==> config.mk <==
export PLATFORM = sky130hd
export DESIGN_NAME = lsu_top
export DESIGN_NICKNAME = d
export VERILOG_FILES = /design/src/source/lsu_pkg.sv /design/src/source/lsu_top.sv /design/src/source/lsu_load_align.sv /design/src/source/clint_timer.sv /design/src/source/lsu_bus_master.sv /design/src/source/lsu_decode.sv
export VERILOG_INCLUDE_DIRS = /design/src /design/src/include
export SDC_FILE = /design/constraint.sdc
export NUM_CORES = 1
export LEC_CHECK = 0
export BUFFER_PORTS_ARGS = -buffer_cell sky130_fd_sc_hd__buf_4
export CAP_MARGIN = 5
export CORE_MARGIN = 2
export CORE_UTILIZATION = 30
export CTS_BUF_LIST = sky130_fd_sc_hd__clkbuf_16
export DETAILED_ROUTE_END_ITERATION = 10
export REMOVE_ABC_BUFFERS = 1
export SYNTH_ARGS = -nofsm -noshare
export SYNTH_HDL_FRONTEND = slang
export SYNTH_SLANG_ARGS = --single-unit
==> constraint.sdc <==
create_clock -name clk -period 3.4 [get_ports clk]
set_clock_uncertainty 0.05 [all_clocks]
set_input_delay 0.51 -clock clk [delete_from_list [all_inputs] [get_ports clk]]
set_output_delay 0.51 -clock clk [all_outputs]
set_load 0.01 [all_outputs]
==> src/include/lsu_defs.svh <==
`ifndef LSU_DEFS_SVH
`define LSU_DEFS_SVH

// inclusive address window of the core-local timer
// low half of mtime sits at the base, high half four bytes above
`define LSU_CLINT_BASE 32'ha000_0048
`define LSU_CLINT_END  32'ha000_004f

// AXI response codes
`define LSU_RESP_OKAY   2'b00
`define LSU_RESP_SLVERR 2'b10

// cycles allowed per request before the run is abandoned
`define LSU_TIMEOUT_MARGIN 20

// reset length in clock cycles
`define LSU_RESET_CYCLES 16

`endif
==> src/source/lsu_pkg.sv <==
`default_nettype none

package lsu_pkg;

    // access width, same encoding as the core's mask field
    typedef enum logic [1:0] {
        width_none = 2'b00,
        width_byte = 2'b01,
        width_half = 2'b10,
        width_word = 2'b11
    } lsu_width_e;

    typedef enum logic [2:0] {
        bus_idle       = 3'd0,
        bus_addr_read  = 3'd1,
        bus_wait_read  = 3'd2,
        bus_addr_write = 3'd3,
        bus_data_write = 3'd4,
        bus_wait_resp  = 3'd5
    } bus_state_e;

    // decoded request, shared by bus master and load align
    typedef struct packed {
        logic [3:0]  strb;
        logic [2:0]  size;
        logic [31:0] wdata_shifted;
        logic        to_clint;
        logic        misaligned;
        logic [1:0]  byte_off;
        lsu_width_e  width;
        logic        sign;
    } lsu_access_t;

endpackage

`default_nettype wire

==> src/source/lsu_top.sv <==
`timescale 1ns/1ps
`default_nettype none

module lsu_top (
    input  logic                clk,
    input  logic                rst,
    input  logic                ready,
    input  logic                ren,
    input  logic                wen,
    input  lsu_pkg::lsu_width_e width,
    input  logic                sign,
    input  logic [31:0]         addr,
    input  logic [31:0]         wdata,
    output logic                done,
    output logic [31:0]         rdata,
    output logic                access_error,
    output logic                awvalid,
    output logic [31:0]         awaddr,
    output logic [2:0]          awsize,
    input  logic                awready,
    output logic                wvalid,
    output logic [31:0]         wdata_axi,
    output logic [3:0]          wstrb,
    output logic                wlast,
    input  logic                wready,
    output logic                bready,
    input  logic                bvalid,
    input  logic [1:0]          bresp,
    output logic                arvalid,
    output logic [31:0]         araddr,
    output logic [2:0]          arsize,
    input  logic                arready,
    output logic                rready,
    input  logic                rvalid,
    input  logic [1:0]          rresp,
    input  logic [31:0]         rdata_axi
);

    import lsu_pkg::*;

    lsu_access_t access;
    logic        raw_valid;
    logic [31:0] raw_word;
    logic        raw_error;
    logic        clint_arvalid;
    logic [2:0]  clint_araddr;
    logic        clint_arready;
    logic        clint_rvalid;
    logic [1:0]  clint_rresp;
    logic [31:0] clint_rdata;

    lsu_decode i_decode (
        .width  (width),
        .sign   (sign),
        .addr   (addr),
        .wdata  (wdata),
        .access (access)
    );

    lsu_bus_master i_bus_master (
        .clk           (clk),
        .rst           (rst),
        .ready         (ready),
        .ren           (ren),
        .wen           (wen),
        .addr          (addr),
        .access        (access),
        .awvalid       (awvalid),
        .awaddr        (awaddr),
        .awsize        (awsize),
        .awready       (awready),
        .wvalid        (wvalid),
        .wdata         (wdata_axi),
        .wstrb         (wstrb),
        .wlast         (wlast),
        .wready        (wready),
        .bready        (bready),
        .bvalid        (bvalid),
        .bresp         (bresp),
        .arvalid       (arvalid),
        .araddr        (araddr),
        .arsize        (arsize),
        .arready       (arready),
        .rready        (rready),
        .rvalid        (rvalid),
        .rresp         (rresp),
        .rdata         (rdata_axi),
        .clint_arvalid (clint_arvalid),
        .clint_araddr  (clint_araddr),
        .clint_arready (clint_arready),
        .clint_rvalid  (clint_rvalid),
        .clint_rresp   (clint_rresp),
        .clint_rdata   (clint_rdata),
        .raw_valid     (raw_valid),
        .raw_word      (raw_word),
        .raw_error     (raw_error)
    );

    // master always accepts timer read data
    clint_timer i_clint_timer (
        .clk     (clk),
        .rst     (rst),
        .arvalid (clint_arvalid),
        .araddr  (clint_araddr),
        .rready  (1'b1),
        .arready (clint_arready),
        .rvalid  (clint_rvalid),
        .rdata   (clint_rdata),
        .rresp   (clint_rresp)
    );

    lsu_load_align i_load_align (
        .clk          (clk),
        .rst          (rst),
        .raw_valid    (raw_valid),
        .raw_word     (raw_word),
        .raw_error    (raw_error),
        .access       (access),
        .done         (done),
        .rdata        (rdata),
        .access_error (access_error)
    );

endmodule

`default_nettype wire

==> src/source/lsu_load_align.sv <==
`timescale 1ns/1ps
`default_nettype none

module lsu_load_align (
    input  logic                 clk,
    input  logic                 rst,
    input  logic                 raw_valid,
    input  logic [31:0]          raw_word,
    input  logic                 raw_error,
    input  lsu_pkg::lsu_access_t access,
    output logic                 done,
    output logic [31:0]          rdata,
    output logic                 access_error
);

    import lsu_pkg::*;

    logic [31:0] shifted;
    logic [31:0] extended;

    // bring the addressed byte down to lane 0
    assign shifted = raw_word >> {access.byte_off, 3'b000};

    always_comb begin
        case (access.width)
            width_byte: extended = {{24{shifted[7] & access.sign}}, shifted[7:0]};
            width_half: extended = {{16{shifted[15] & access.sign}}, shifted[15:0]};
            width_word: extended = shifted;
            default:    extended = '0;
        endcase
    end

    always_ff @(posedge clk) begin
        if (rst) begin
            done         <= 1'b0;
            access_error <= 1'b0;
        end else begin
            done         <= raw_valid;
            access_error <= raw_valid && raw_error;
        end
    end

    always_ff @(posedge clk) begin
        if (raw_valid) begin
            rdata <= extended;
        end
    end

endmodule

`default_nettype wire

==> src/source/clint_timer.sv <==
`timescale 1ns/1ps
`default_nettype none

`include "lsu_defs.svh"

module clint_timer (
    input  logic        clk,
    input  logic        rst,
    input  logic        arvalid,
    input  logic [2:0]  araddr,
    input  logic        rready,
    output logic        arready,
    output logic        rvalid,
    output logic [31:0] rdata,
    output logic [1:0]  rresp
);

    logic [63:0] mtime;

    // address is always taken at once
    assign arready = 1'b1;

    always_ff @(posedge clk) begin
        if (rst) begin
            mtime <= '0;
        end else begin
            mtime <= mtime + 64'd1;
        end
    end

    // read data stays up until the master takes it
    always_ff @(posedge clk) begin
        if (rst) begin
            rvalid <= 1'b0;
        end else if (arvalid && arready) begin
            rvalid <= 1'b1;
        end else if (rready) begin
            rvalid <= 1'b0;
        end
    end

    // offset bit 2 picks the upper half
    always_ff @(posedge clk) begin
        if (arvalid && arready) begin
            rdata <= araddr[2] ? mtime[63:32] : mtime[31:0];
            rresp <= (araddr[1:0] != 2'b00) ? `LSU_RESP_SLVERR : `LSU_RESP_OKAY;
        end
    end

endmodule

`default_nettype wire

==> src/source/lsu_bus_master.sv <==
`timescale 1ns/1ps
`default_nettype none

`include "lsu_defs.svh"

module lsu_bus_master (
    input  logic                 clk,
    input  logic                 rst,
    input  logic                 ready,
    input  logic                 ren,
    input  logic                 wen,
    input  logic [31:0]          addr,
    input  lsu_pkg::lsu_access_t access,
    output logic                 awvalid,
    output logic [31:0]          awaddr,
    output logic [2:0]           awsize,
    input  logic                 awready,
    output logic                 wvalid,
    output logic [31:0]          wdata,
    output logic [3:0]           wstrb,
    output logic                 wlast,
    input  logic                 wready,
    output logic                 bready,
    input  logic                 bvalid,
    input  logic [1:0]           bresp,
    output logic                 arvalid,
    output logic [31:0]          araddr,
    output logic [2:0]           arsize,
    input  logic                 arready,
    output logic                 rready,
    input  logic                 rvalid,
    input  logic [1:0]           rresp,
    input  logic [31:0]          rdata,
    output logic                 clint_arvalid,
    output logic [2:0]           clint_araddr,
    input  logic                 clint_arready,
    input  logic                 clint_rvalid,
    input  logic [1:0]           clint_rresp,
    input  logic [31:0]          clint_rdata,
    output logic                 raw_valid,
    output logic [31:0]          raw_word,
    output logic                 raw_error
);

    import lsu_pkg::*;

    bus_state_e  state;
    logic        accept;
    logic        local_fail;
    logic        ar_ready_sel;
    logic        r_valid_sel;
    logic [1:0]  r_resp_sel;
    logic [31:0] r_data_sel;

    // raw_valid blocks the held request from being taken twice
    assign accept = (state == bus_idle) && ready && (ren || wen) && !raw_valid;

    // misaligned accesses and timer stores never reach a bus
    assign local_fail = access.misaligned || (access.to_clint && !ren);

    assign ar_ready_sel = access.to_clint ? clint_arready : arready;
    assign r_valid_sel  = access.to_clint ? clint_rvalid : rvalid;
    assign r_resp_sel   = access.to_clint ? clint_rresp : rresp;
    assign r_data_sel   = access.to_clint ? clint_rdata : rdata;

    assign arvalid       = (state == bus_addr_read) && !access.to_clint;
    assign araddr        = addr;
    assign arsize        = access.size;
    assign rready        = (state == bus_wait_read) && !access.to_clint;
    assign clint_arvalid = (state == bus_addr_read) && access.to_clint;
    assign clint_araddr  = addr[2:0];

    assign awvalid = (state == bus_addr_write);
    assign awaddr  = addr;
    assign awsize  = access.size;
    assign wvalid  = (state == bus_data_write);
    assign wdata   = access.wdata_shifted;
    assign wstrb   = access.strb;
    assign wlast   = wvalid;
    assign bready  = (state == bus_wait_resp) && !local_fail;

    always_ff @(posedge clk) begin
        if (rst) begin
            state     <= bus_idle;
            raw_valid <= 1'b0;
            raw_error <= 1'b0;
        end else begin
            raw_valid <= 1'b0;
            case (state)
                bus_idle: begin
                    if (accept) begin
                        if (local_fail) begin
                            state <= bus_wait_resp;
                        end else if (ren) begin
                            state <= bus_addr_read;
                        end else begin
                            state <= bus_addr_write;
                        end
                    end
                end
                bus_addr_read: begin
                    if (ar_ready_sel) begin
                        state <= bus_wait_read;
                    end
                end
                bus_wait_read: begin
                    if (r_valid_sel) begin
                        raw_valid <= 1'b1;
                        raw_error <= (r_resp_sel != `LSU_RESP_OKAY);
                        state     <= bus_idle;
                    end
                end
                bus_addr_write: begin
                    if (awready) begin
                        state <= bus_data_write;
                    end
                end
                bus_data_write: begin
                    if (wready) begin
                        state <= bus_wait_resp;
                    end
                end
                bus_wait_resp: begin
                    // locally failed accesses spend one cycle here
                    if (local_fail) begin
                        raw_valid <= 1'b1;
                        raw_error <= 1'b1;
                        state     <= bus_idle;
                    end else if (bvalid) begin
                        raw_valid <= 1'b1;
                        raw_error <= (bresp != `LSU_RESP_OKAY);
                        state     <= bus_idle;
                    end
                end
                default: state <= bus_idle;
            endcase
        end
    end

    // stores and failed accesses return a zero word
    always_ff @(posedge clk) begin
        if (state == bus_wait_read && r_valid_sel) begin
            raw_word <= r_data_sel;
        end else if (state == bus_wait_resp) begin
            raw_word <= '0;
        end
    end

endmodule

`default_nettype wire

==> src/source/lsu_decode.sv <==
`timescale 1ns/1ps
`default_nettype none

`include "lsu_defs.svh"

module lsu_decode (
    input  lsu_pkg::lsu_width_e  width,
    input  logic                 sign,
    input  logic [31:0]          addr,
    input  logic [31:0]          wdata,
    output lsu_pkg::lsu_access_t access
);

    import lsu_pkg::*;

    always_comb begin
        access          = '0;
        access.byte_off = addr[1:0];
        access.width    = width;
        access.sign     = sign;

        // store data moves up into the addressed byte lane
        access.wdata_shifted = wdata << {addr[1:0], 3'b000};

        access.to_clint = (addr >= `LSU_CLINT_BASE) && (addr <= `LSU_CLINT_END);

        case (width)
            width_byte: begin
                access.strb       = 4'b0001 << addr[1:0];
                access.size       = 3'b000;
                access.misaligned = 1'b0;
            end
            width_half: begin
                access.strb       = addr[1] ? 4'b1100 : 4'b0011;
                access.size       = 3'b001;
                access.misaligned = addr[0];
            end
            width_word: begin
                access.strb       = 4'b1111;
                access.size       = 3'b010;
                access.misaligned = |addr[1:0];
            end
            default: begin
                // no bytes touched
                access.strb       = 4'b0000;
                access.size       = 3'b000;
                access.misaligned = 1'b0;
            end
        endcase
    end

endmodule

`default_nettype wire

# Yosys cells after proc, flatten, opt, wreduce, memory -nomap -nowiden
# Cells that the tools add are included.
op_classes:
  reduce_logical: 26
  muxes: 31
  magnitude_cmp: 2
  shifts: 3
  n_addsub: 1
  bitwise: 2
  eq_ne: 14
op_table:
  columns: ["cell", "n"]
  rows:
  - ["32-bit two-way mux", 4]
  - ["32-bit one-hot mux with 3 select lines", 1]
  - ["64-bit by 1-bit adder with 64-bit output, second input constant", 1]
  - ["32-bit greater-or-equal comparator, second input constant", 1]
  - ["32-bit <= comparator, second input constant", 1]
  - ["32-bit by 5-bit left shift with 32-bit output", 1]
  - ["32-bit by 5-bit >> shifter with 32-bit output", 1]
  - ["3-bit two-way mux", 8]
  - ["7-bit one-hot mux with 3 select lines", 1]
  - ["3-bit one-hot mux with 6 select lines", 1]
  - ["1-bit logical AND", 11]
  - ["2-bit by 1-bit != test with 1-bit output, second input constant", 5]
  - ["2-bit nonzero test", 5]
  - ["1-bit two-way mux", 9]
  - ["3-bit by 2-bit == test with 1-bit output, second input constant", 2]
  - ["3-bit == test, second input constant", 2]
  - ["2-bit two-way mux", 3]
  - ["1-bit one-hot mux with 2 select lines", 3]
  - ["6-bit AND reduction", 1]
  - ["2-bit == test, second input constant", 2]
  - ["1-bit zero test", 4]
  - ["4-bit two-way mux", 1]
  - ["1-bit by 2-bit left shift with 4-bit output, first input constant", 1]
  - ["3-bit by 1-bit == test with 1-bit output, second input constant", 1]
  - ["7 further kinds", 9]
totals:
  word_cells: 90
  ff_bits: 170

# Longest topological paths before layout
# Gate-level depths: netlist of the first run.
logic_depth:
  depth_word: 7
  ltp_mapped: 10
  depth_no_buf: 7

# Cells and area by module
# A second synthesis of the first run with hierarchy kept.
hier_totals:
  hier_cells: 972
  area_unflattened_um2: 9718.1
modules_own_cells:
  columns: ["mod", "cells_each", "n_inst", "seq_area_each_um2", "area_per_inst_um2"]
  rows:
  - ["clint_timer", 436, 1, 2292.2, 4439.3]
  - ["lsu_bus_master", 270, 1, 1061.0, 2743.9]
  - ["lsu_load_align", 151, 1, 1001.0, 1790.5]
  - ["lsu_decode", 114, 1, 0.0, 740.7]
  - ["lsu_top", 1, 1, 0.0, 3.8]

# Worst setup path after synthesis of the first run
# OpenSTA, ideal clock, no wires.
synth_path:
  path_kind: "input to register"
  from: "input addr[8]"
  to: "register i_clint_timer.rdata[0] (enable)"
  path_buffers: 2
  stages: 6
  setup_slack_ns: -0.286
  setup_time_ns: 0.423
  arrival_time_ns: 3.213
  cell_sequence: "nor4b_1 nand4_1 or2_2 clkbuf_1 clkbuf_1 nor2_1"
synth_via:
  elab_chain_len: 3
  word_cells_on_any_way: 4
  cone_classes: "order compare: 2; reduce/logical: 2"
synth_rtl:
  columns: ["item", "line", "rtl"]
  rows:
  - ["start, declared", "lsu_top.sv:12", "input logic [31:0] addr,"]
  - ["32-bit greater-or-equal comparator (no line) or 32-bit <= comparator (tied branches)", null, null]
  - ["1-bit logical AND *", "lsu_decode.sv:25", "access.to_clint = (addr >= `LSU_CLINT_BASE) && (addr <= `LSU_CLINT_END);"]
  - ["1-bit logical AND *", "lsu_bus_master.sv:70", "assign clint_arvalid = (state == bus_addr_read) && access.to_clint;"]
  - ["via clint_arvalid", "lsu_top.sv:45", "logic clint_arvalid;"]
  - ["end signal, assigned", "clint_timer.sv:45", "rdata <= araddr[2] ? mtime[63:32] : mtime[31:0];"]
  - ["end, declared", "clint_timer.sv:14", "output logic [31:0] rdata,"]
# Mark *: on every way through the listed nets, which the timed path passes. The rest lies on a longest branch.
# A chain may end at the register's enable or synchronous reset.

# Final worst setup path of the first run
layout_path:
  from: "register i_clint_timer.mtime[0]"
  to: "register i_clint_timer.mtime[40]"
layout_via:
  elab_chain_len: 1
layout_rtl:
  columns: ["item", "line", "rtl"]
  rows:
  - ["start, declared", "clint_timer.sv:18", "logic [63:0] mtime;"]
  - ["start signal, assigned", "clint_timer.sv:27", "mtime <= mtime + 64'd1;"]
  - ["64-bit by 1-bit adder with 64-bit output", "clint_timer.sv:27", null]
# No other way between the ends.

==> results.md, run 1 <==
* Startpoint types: flip-flop
* Ys flop type: edfxtp_1
* RSZ-0062 raised after global routing: false
* VDD IR-drop max at 0.3637 mV
* Final Util at 39.16%
* Worst path bufs/invs at 0
* Slew Viols, Final at 0
* FF+latch count, synth at 169
* Drt drc at 0
* Max-cap violations at 0
* Via Count at 7066
* CP max stage cell: nor4_4
* Die height at 175.8 um
* Critical Path Max Stage Delay at 0.51 ns
* Initial Util at 30.68%
* Synth Area in XOR/XNOR at 5.837%
* Largest family of logic cells by synthesized area: simple AND/OR/NAND/NOR gates
* CTS buffer count at 17
* 1st-iter DRT viols at 364
* Global-route wire length before repair at 35820 um
* Clk sinks at 169
* Worst path required time at 3.67 ns
* Hold Path Class: primary input to flip-flop
* Mapped Cells at 924
* Layout cells sized above 1 at 31.47%
* Via count of the first global-routing pass at 6672
* PostCTS Resize Cnt at 0
* Setup WS post-layout at 0.7497 ns
* Port buffer count at 256
* Synth Area in Compound Gates at 8.240%
* Gr usage total at 14.70%
* Hold-fix buffers, CTS at 0
* H-tree depth at 4
* Clk pin slew, worst setup/hold paths at 0.07 ns
* CTS tree: done
* Clock buffer depth at 2
* Simple-Gate Fraction of Synth Area at 19.96%
* Synth warn at 0
* Detailed placement HPWL at 17630 um
* Total I/O pin count at 259
* Final setup vio count at 0
* Pin count of the biggest net entering global routing at 68
* Post-DR wirelength/cell at 15.43 um
* Crit end category: flip-flop
* Cell variety after synth at 46
* Post-synth EDFFs at 97
* Leak Pwr at 0.004503 uW
* Vias per inst at 4.720
* Critical path peak fanout at 18
* Relative slew slack at 47.98%
* Crit path max-delay family: simple AND/OR/NAND/NOR gates
* Status: finished, final reports clean
* Ys async rst share at 0%
* GRT overflow at 0
* Adder-cell share of the synthesized area at 0.1413%
* Area grow syn2layout at 27.65%
* Crit path time final at 2.650 ns
* GPL Wtd Cong at 0.8910
* R2r setup slk at 0.75 ns
* Fillers at 2852
* # nets final at 1213
* # rows at 62
* Register area share after synthesis at 49.19%
* Endpoints failing hold at 0
* Syn_area_per_cell at 9.580 sq um
* Core area at 28860 sq um
* Inst Count DP at 1464
* Post-route ant nets at 0
* Non-Filler Instances at 1497
* DR pass1 iterations at 6
* Die Span X at 175.8 um
* CTS Root Cell: clkbuf_16
* Critical path arrival at 2.92 ns
* Initial antenna violation count at 1
* Final hold slack at 0.3727 ns
* Number of setup buffers added after CTS at 0
* Worst Tran Pin Value at 0.7774 ns
* Synthesized area at 8852 sq um
* Die Footprint at 30900 sq um
* Worst-Skew Late Latency at 0.43 ns
* Final period utilization at 77.95%
* Kind of critical path: flip-flop to flip-flop
* Maximum clock rate at 377.3 MHz
* Critical-path cell list: ha_1 > nand3_1 > nor4_4 > nand3_2 > or3_1 > xnor2_1 > nor2_1
* Routed WL at 23100 um
* Placement Setup Slack at 0.3954 ns
* Pwr Density at 460.3 nW/um^2
* Mux cell area share after synthesis at 7.802%
[sequential cells by signal, summed over array words and instances (netlist names), 3 cells and up]
| signal | cells |
|---|---|
| i_load_align.rdata | 32 |
| i_clint_timer.mtime | 64 |
| i_bus_master.raw_word | 32 |
| i_bus_master.state | 3 |
| i_clint_timer.rdata | 32 |
[power by group]
group / internal [uW] / total (uW) / switching (uW)
logic: 397 / 864 / 467
registers: 2310 / 2400 / 86.2
clock network: 1100 / 1940 / 842
[worst paths after layout]
path / start / end / cells after the start
worst max register to register: i_clint_timer.mtime[0] / i_clint_timer.mtime[40] / 7
worst min register to register: i_clint_timer.mtime[0] / i_clint_timer.mtime[0] / 1
worst max-delay path: i_clint_timer.mtime[0] / i_clint_timer.mtime[40] / 7
worst min-delay path: width[1] / i_load_align.rdata[15] / 3
[cells in the final DEF (no fill, tap or decap), drive strengths merged, types with 2 or more instances in the layout]
cell / instances
buf: 271
nor3: 26
nor2b: 20
o41ai: 3
clkinvlp: 2
and3: 4
o21ai: 36
a21oi: 58
and4: 4
and2: 16
or3: 6
or2: 4
a211oi: 23
conb: 2
nor4: 12
dfxtp: 72
edfxtp: 97
inv: 24
nand2: 121
clkinv: 7
o211ai: 2
xnor2: 37
mux2i: 33
mux2: 32
nor4b: 2
xor2: 22
nand4: 18
nor2: 108
clkbuf: 17
bufinv: 2
nand3: 21
[cell type report]
type	instances	area (sq um)	share of cell area (%)
Tap cell	384	480.5	4.252
Sequential cell	169	4354	38.53
Clock buffer	17	425.4	3.765
Antenna cell	1	2.502	0.02215
Inverter	20	75.07	0.6644
Multi-Input combinational cell	620	3735	33.05
Clock inverter	15	167.7	1.484
Timing Repair Buffer	271	2059	18.23
[per-stage QoR]
stage          area, sq um  total power, uW  setup TNS [ns]
6_report             11300             5201               0
5_1_grt              11300             5425               0
4_1_cts              11300             5249               0
3_5_place_dp         10700             3314               0
3_3_place_gp         10700             3305               0
2_1_floorplan         8153             2789          -4.214
[logic make-up (layout without fill, tap and decap cells)]
logic type | after synthesis | after routing
AO/OA/AOI/OAI | 126 | 126
AND/OR/NAND/NOR | 367 | 367
buffers and inverters | 136 | 323
other | 1 | 3
flip-flops | 169 | 169
XOR/XNOR | 59 | 59
multiplexers | 65 | 65
adder cells (fa/ha/maj) | 1 | 1
[layer usage]
metal | vias up | wire, um | global-route usage [%]
met5 | - | 0 | 0
met4 | 0 | 633 | 6.543
met3 | 33 | 1071 | 2.879
met2 | 207 | 11510 | 25.36
met1 | 3333 | 9886 | 17.77
li1 | 3493 | - | -
[Yosys cell counts, types with 3 or more instances]
cell type	count	area share, %
xnor2_1	37	3.7
xor2_1	22	2.2
and3_1	4	0.28
o41ai_1	3	0.30
mux2_2	32	4.1
and2_1	16	1.1
nor4_4	3	0.72
buf_1	7	0.30
nor2_1	108	4.6
buf_2	7	0.40
nor3_1	26	1.5
nor2b_1	20	1.4
buf_4	69	5.9
a211oi_1	23	2.0
and4_1	4	0.40
o21ai_0	36	2.0
nand2_1	121	5.1
dfxtp_1	72	16
mux2i_1	33	3.7
or3_1	6	0.42
clkbuf_1	33	1.4
nand4_1	16	1.1
or2_2	3	0.21
nor4_1	9	0.64
edfxtp_1	97	33
nand3_1	19	1.1
inv_1	19	0.81
a21oi_1	58	3.3
[tightest hold or removal path: stages]
cell and delay (ns):
buf_4 0.13, nand2_1 0.05, nand2_1 0.05
(Power assumes the default switching activity.)
==> run 2, diff against run 1 <==
clock period = 2.29 ns   (was 3.4 ns; I/O delays follow)
==> results.md, run 2 (same netlist as run 1, synthesis figures left out) <==
* Most numerous cell on the critical path: buf_4
* Final setup vio count at 0
* Area grow syn2layout at 31.51%
* Vias per inst at 4.585
* Most common cell after layout, fill and taps aside: buf_4
* Post-DR wirelength/cell at 15.13 um
* Endpoints failing hold at 0
* Reg with most FFs: i_clint_timer.mtime
* Pwr Density at 645.9 nW/um^2
* Detailed placement HPWL at 18020 um
* Leak Pwr at 0.004709 uW
* Worst Tran Pin Value at 0.6250 ns
* Crit end category: output port
* Design Power at 7519 uW
* Commonest cells after routing, fill and taps aside: 310 x buf_4, 121 x nand2_1, 106 x nor2_1
* Global-route wire length before repair at 36190 um
* CP max stage cell: nor4_1
* RSZ-0062 raised after global routing: false
* Core area at 28860 sq um
* VDD IR-drop max at 0.5157 mV
* Number of setup buffers added after CTS at 0
* Die height at 175.8 um
* Drt drc at 0
* Pin count of the biggest net entering global routing at 59
* DR pass1 iterations at 4
* Startpoint types: primary input
* Via Count at 7066
* # rows at 62
* Port buffer count at 256
* Initial antenna violation count at 0
* Critical Path Max Stage Delay at 0.30 ns
* Slew Viols, Final at 0
* CTS buffer count at 17
* Design area at 11640 sq um
* Multi-input gate area at 3754 sq um
* Placed instance area at 11090 sq um
* Placement Setup Slack at -0.1187 ns
* Clk sinks at 169
* Critical path arrival at 1.79 ns
* Die Span X at 175.8 um
* N_diodes at 0
* Reg2reg path depth at 8
* Worst path required time at 1.90 ns
* CTS Root Cell: clkbuf_16
* # nets final at 1258
* Final period utilization at 95.18%
* Reg area at 4354 sq um
* Maximum clock rate at 458.8 MHz
* WP depth at 8
* H-tree depth at 4
* Status: finished, final reports clean
* Final setup TNS at 0 ns
* Die Footprint at 30900 sq um
* Clock buffer depth at 2
* Setup WS post-layout at 0.1104 ns
* Clk pin slew, worst setup/hold paths at 0.06 ns
* Total I/O pin count at 259
* Worst-Skew Late Latency at 0.43 ns
* Hold Path Class: primary input to flip-flop
* Worst path bufs/invs at 4
* Max FFs per register at 64
* Routed WL at 23320 um
* Critical-path cell list: buf_4 > nor4_1 > nand4_1 > buf_4 > o32ai_2 > buf_4 > nor2_1 > buf_4
* CTS tree: done
* Relative slew slack at 58.18%
* Crit path time final at 2.180 ns
* Max-cap violations at 0
* Via count of the first global-routing pass at 6671
* Layout cells sized above 1 at 34.31%
* 1st-iter DRT viols at 424
* Crit path max-delay family: buffers and inverters
* Hold path depth at 3
* Initial Util at 30.68%
* Gr usage total at 14.83%
* Fillers at 2839
* Critical path peak fanout at 6
* GRT overflow at 0
* Post-route ant nets at 0
* Kind of critical path: primary input to output port
* GPL Wtd Cong at 0.8896
## run 2: layout make-up
class | count | share of cell area (%)
multi-input combinational | 620 | 32.24
tap | 384 | 4.127
inverter | 20 | 0.6449
clock buffer | 17 | 3.654
sequential | 169 | 37.40
clock inverter | 15 | 0.9028
timing repair buffer | 316 | 21.02
## run 2: timing repair
action,4_1_cts,5_1_grt
resized for setup,0,3
hold buffers,0,0
endpoints found under the setup margin,0,2
## run 2: routing by layer
layer / wire (um) / GRT usage (%)
met3: 1224 / 3.398
met4: 367 / 4.649
met5: 0 / 0
met1: 10020 / 17.54
met2: 11710 / 26.59
## run 2: where the power goes
group / internal [uW] / switching (uW) / leakage (uW)
Combinational: 664 / 715 / 0.00295
Sequential: 3430 / 126 / 0.00150
Clock: 1390 / 1200 / 0.000259
Total: 5480 / 2040 / 0.00471
## run 2: path summary, 6_finish.rpt
path	from	to	slack, ns
setup reg to reg	i_clint_timer.mtime[36]	i_clint_timer.mtime[55]	0.19
setup / recovery	addr[23]	bready	0.11
hold / removal	width[1]	i_load_align.rdata[15]	0.21
hold reg to reg	i_bus_master.raw_error	i_load_align.access_error	0.43
## run 2: stage by stage
step / instances / hold WS, ns / utilization, %
finish: 1541 / 0.2108 / 40.34
CTS: 1541 / 0.1964 / 40.27
global route: 1541 / 0.2165 / 40.34
detailed placement: 1509 / 0.4237 / 38.44
global placement: 1509 / 0.4117 / 38.44
floorplan: 809 / 0.3602 / -
## run 2: worst register-to-register path, stage by stage (launching register included)
cell and delay [ns]:
dfxtp_1 0.42, nand4_1 0.19, nor4_1 0.34, buf_4 0.21, nand2_1 0.08, buf_4 0.17, nor4_1 0.31, xnor2_1 0.17
nor2_1 0.05
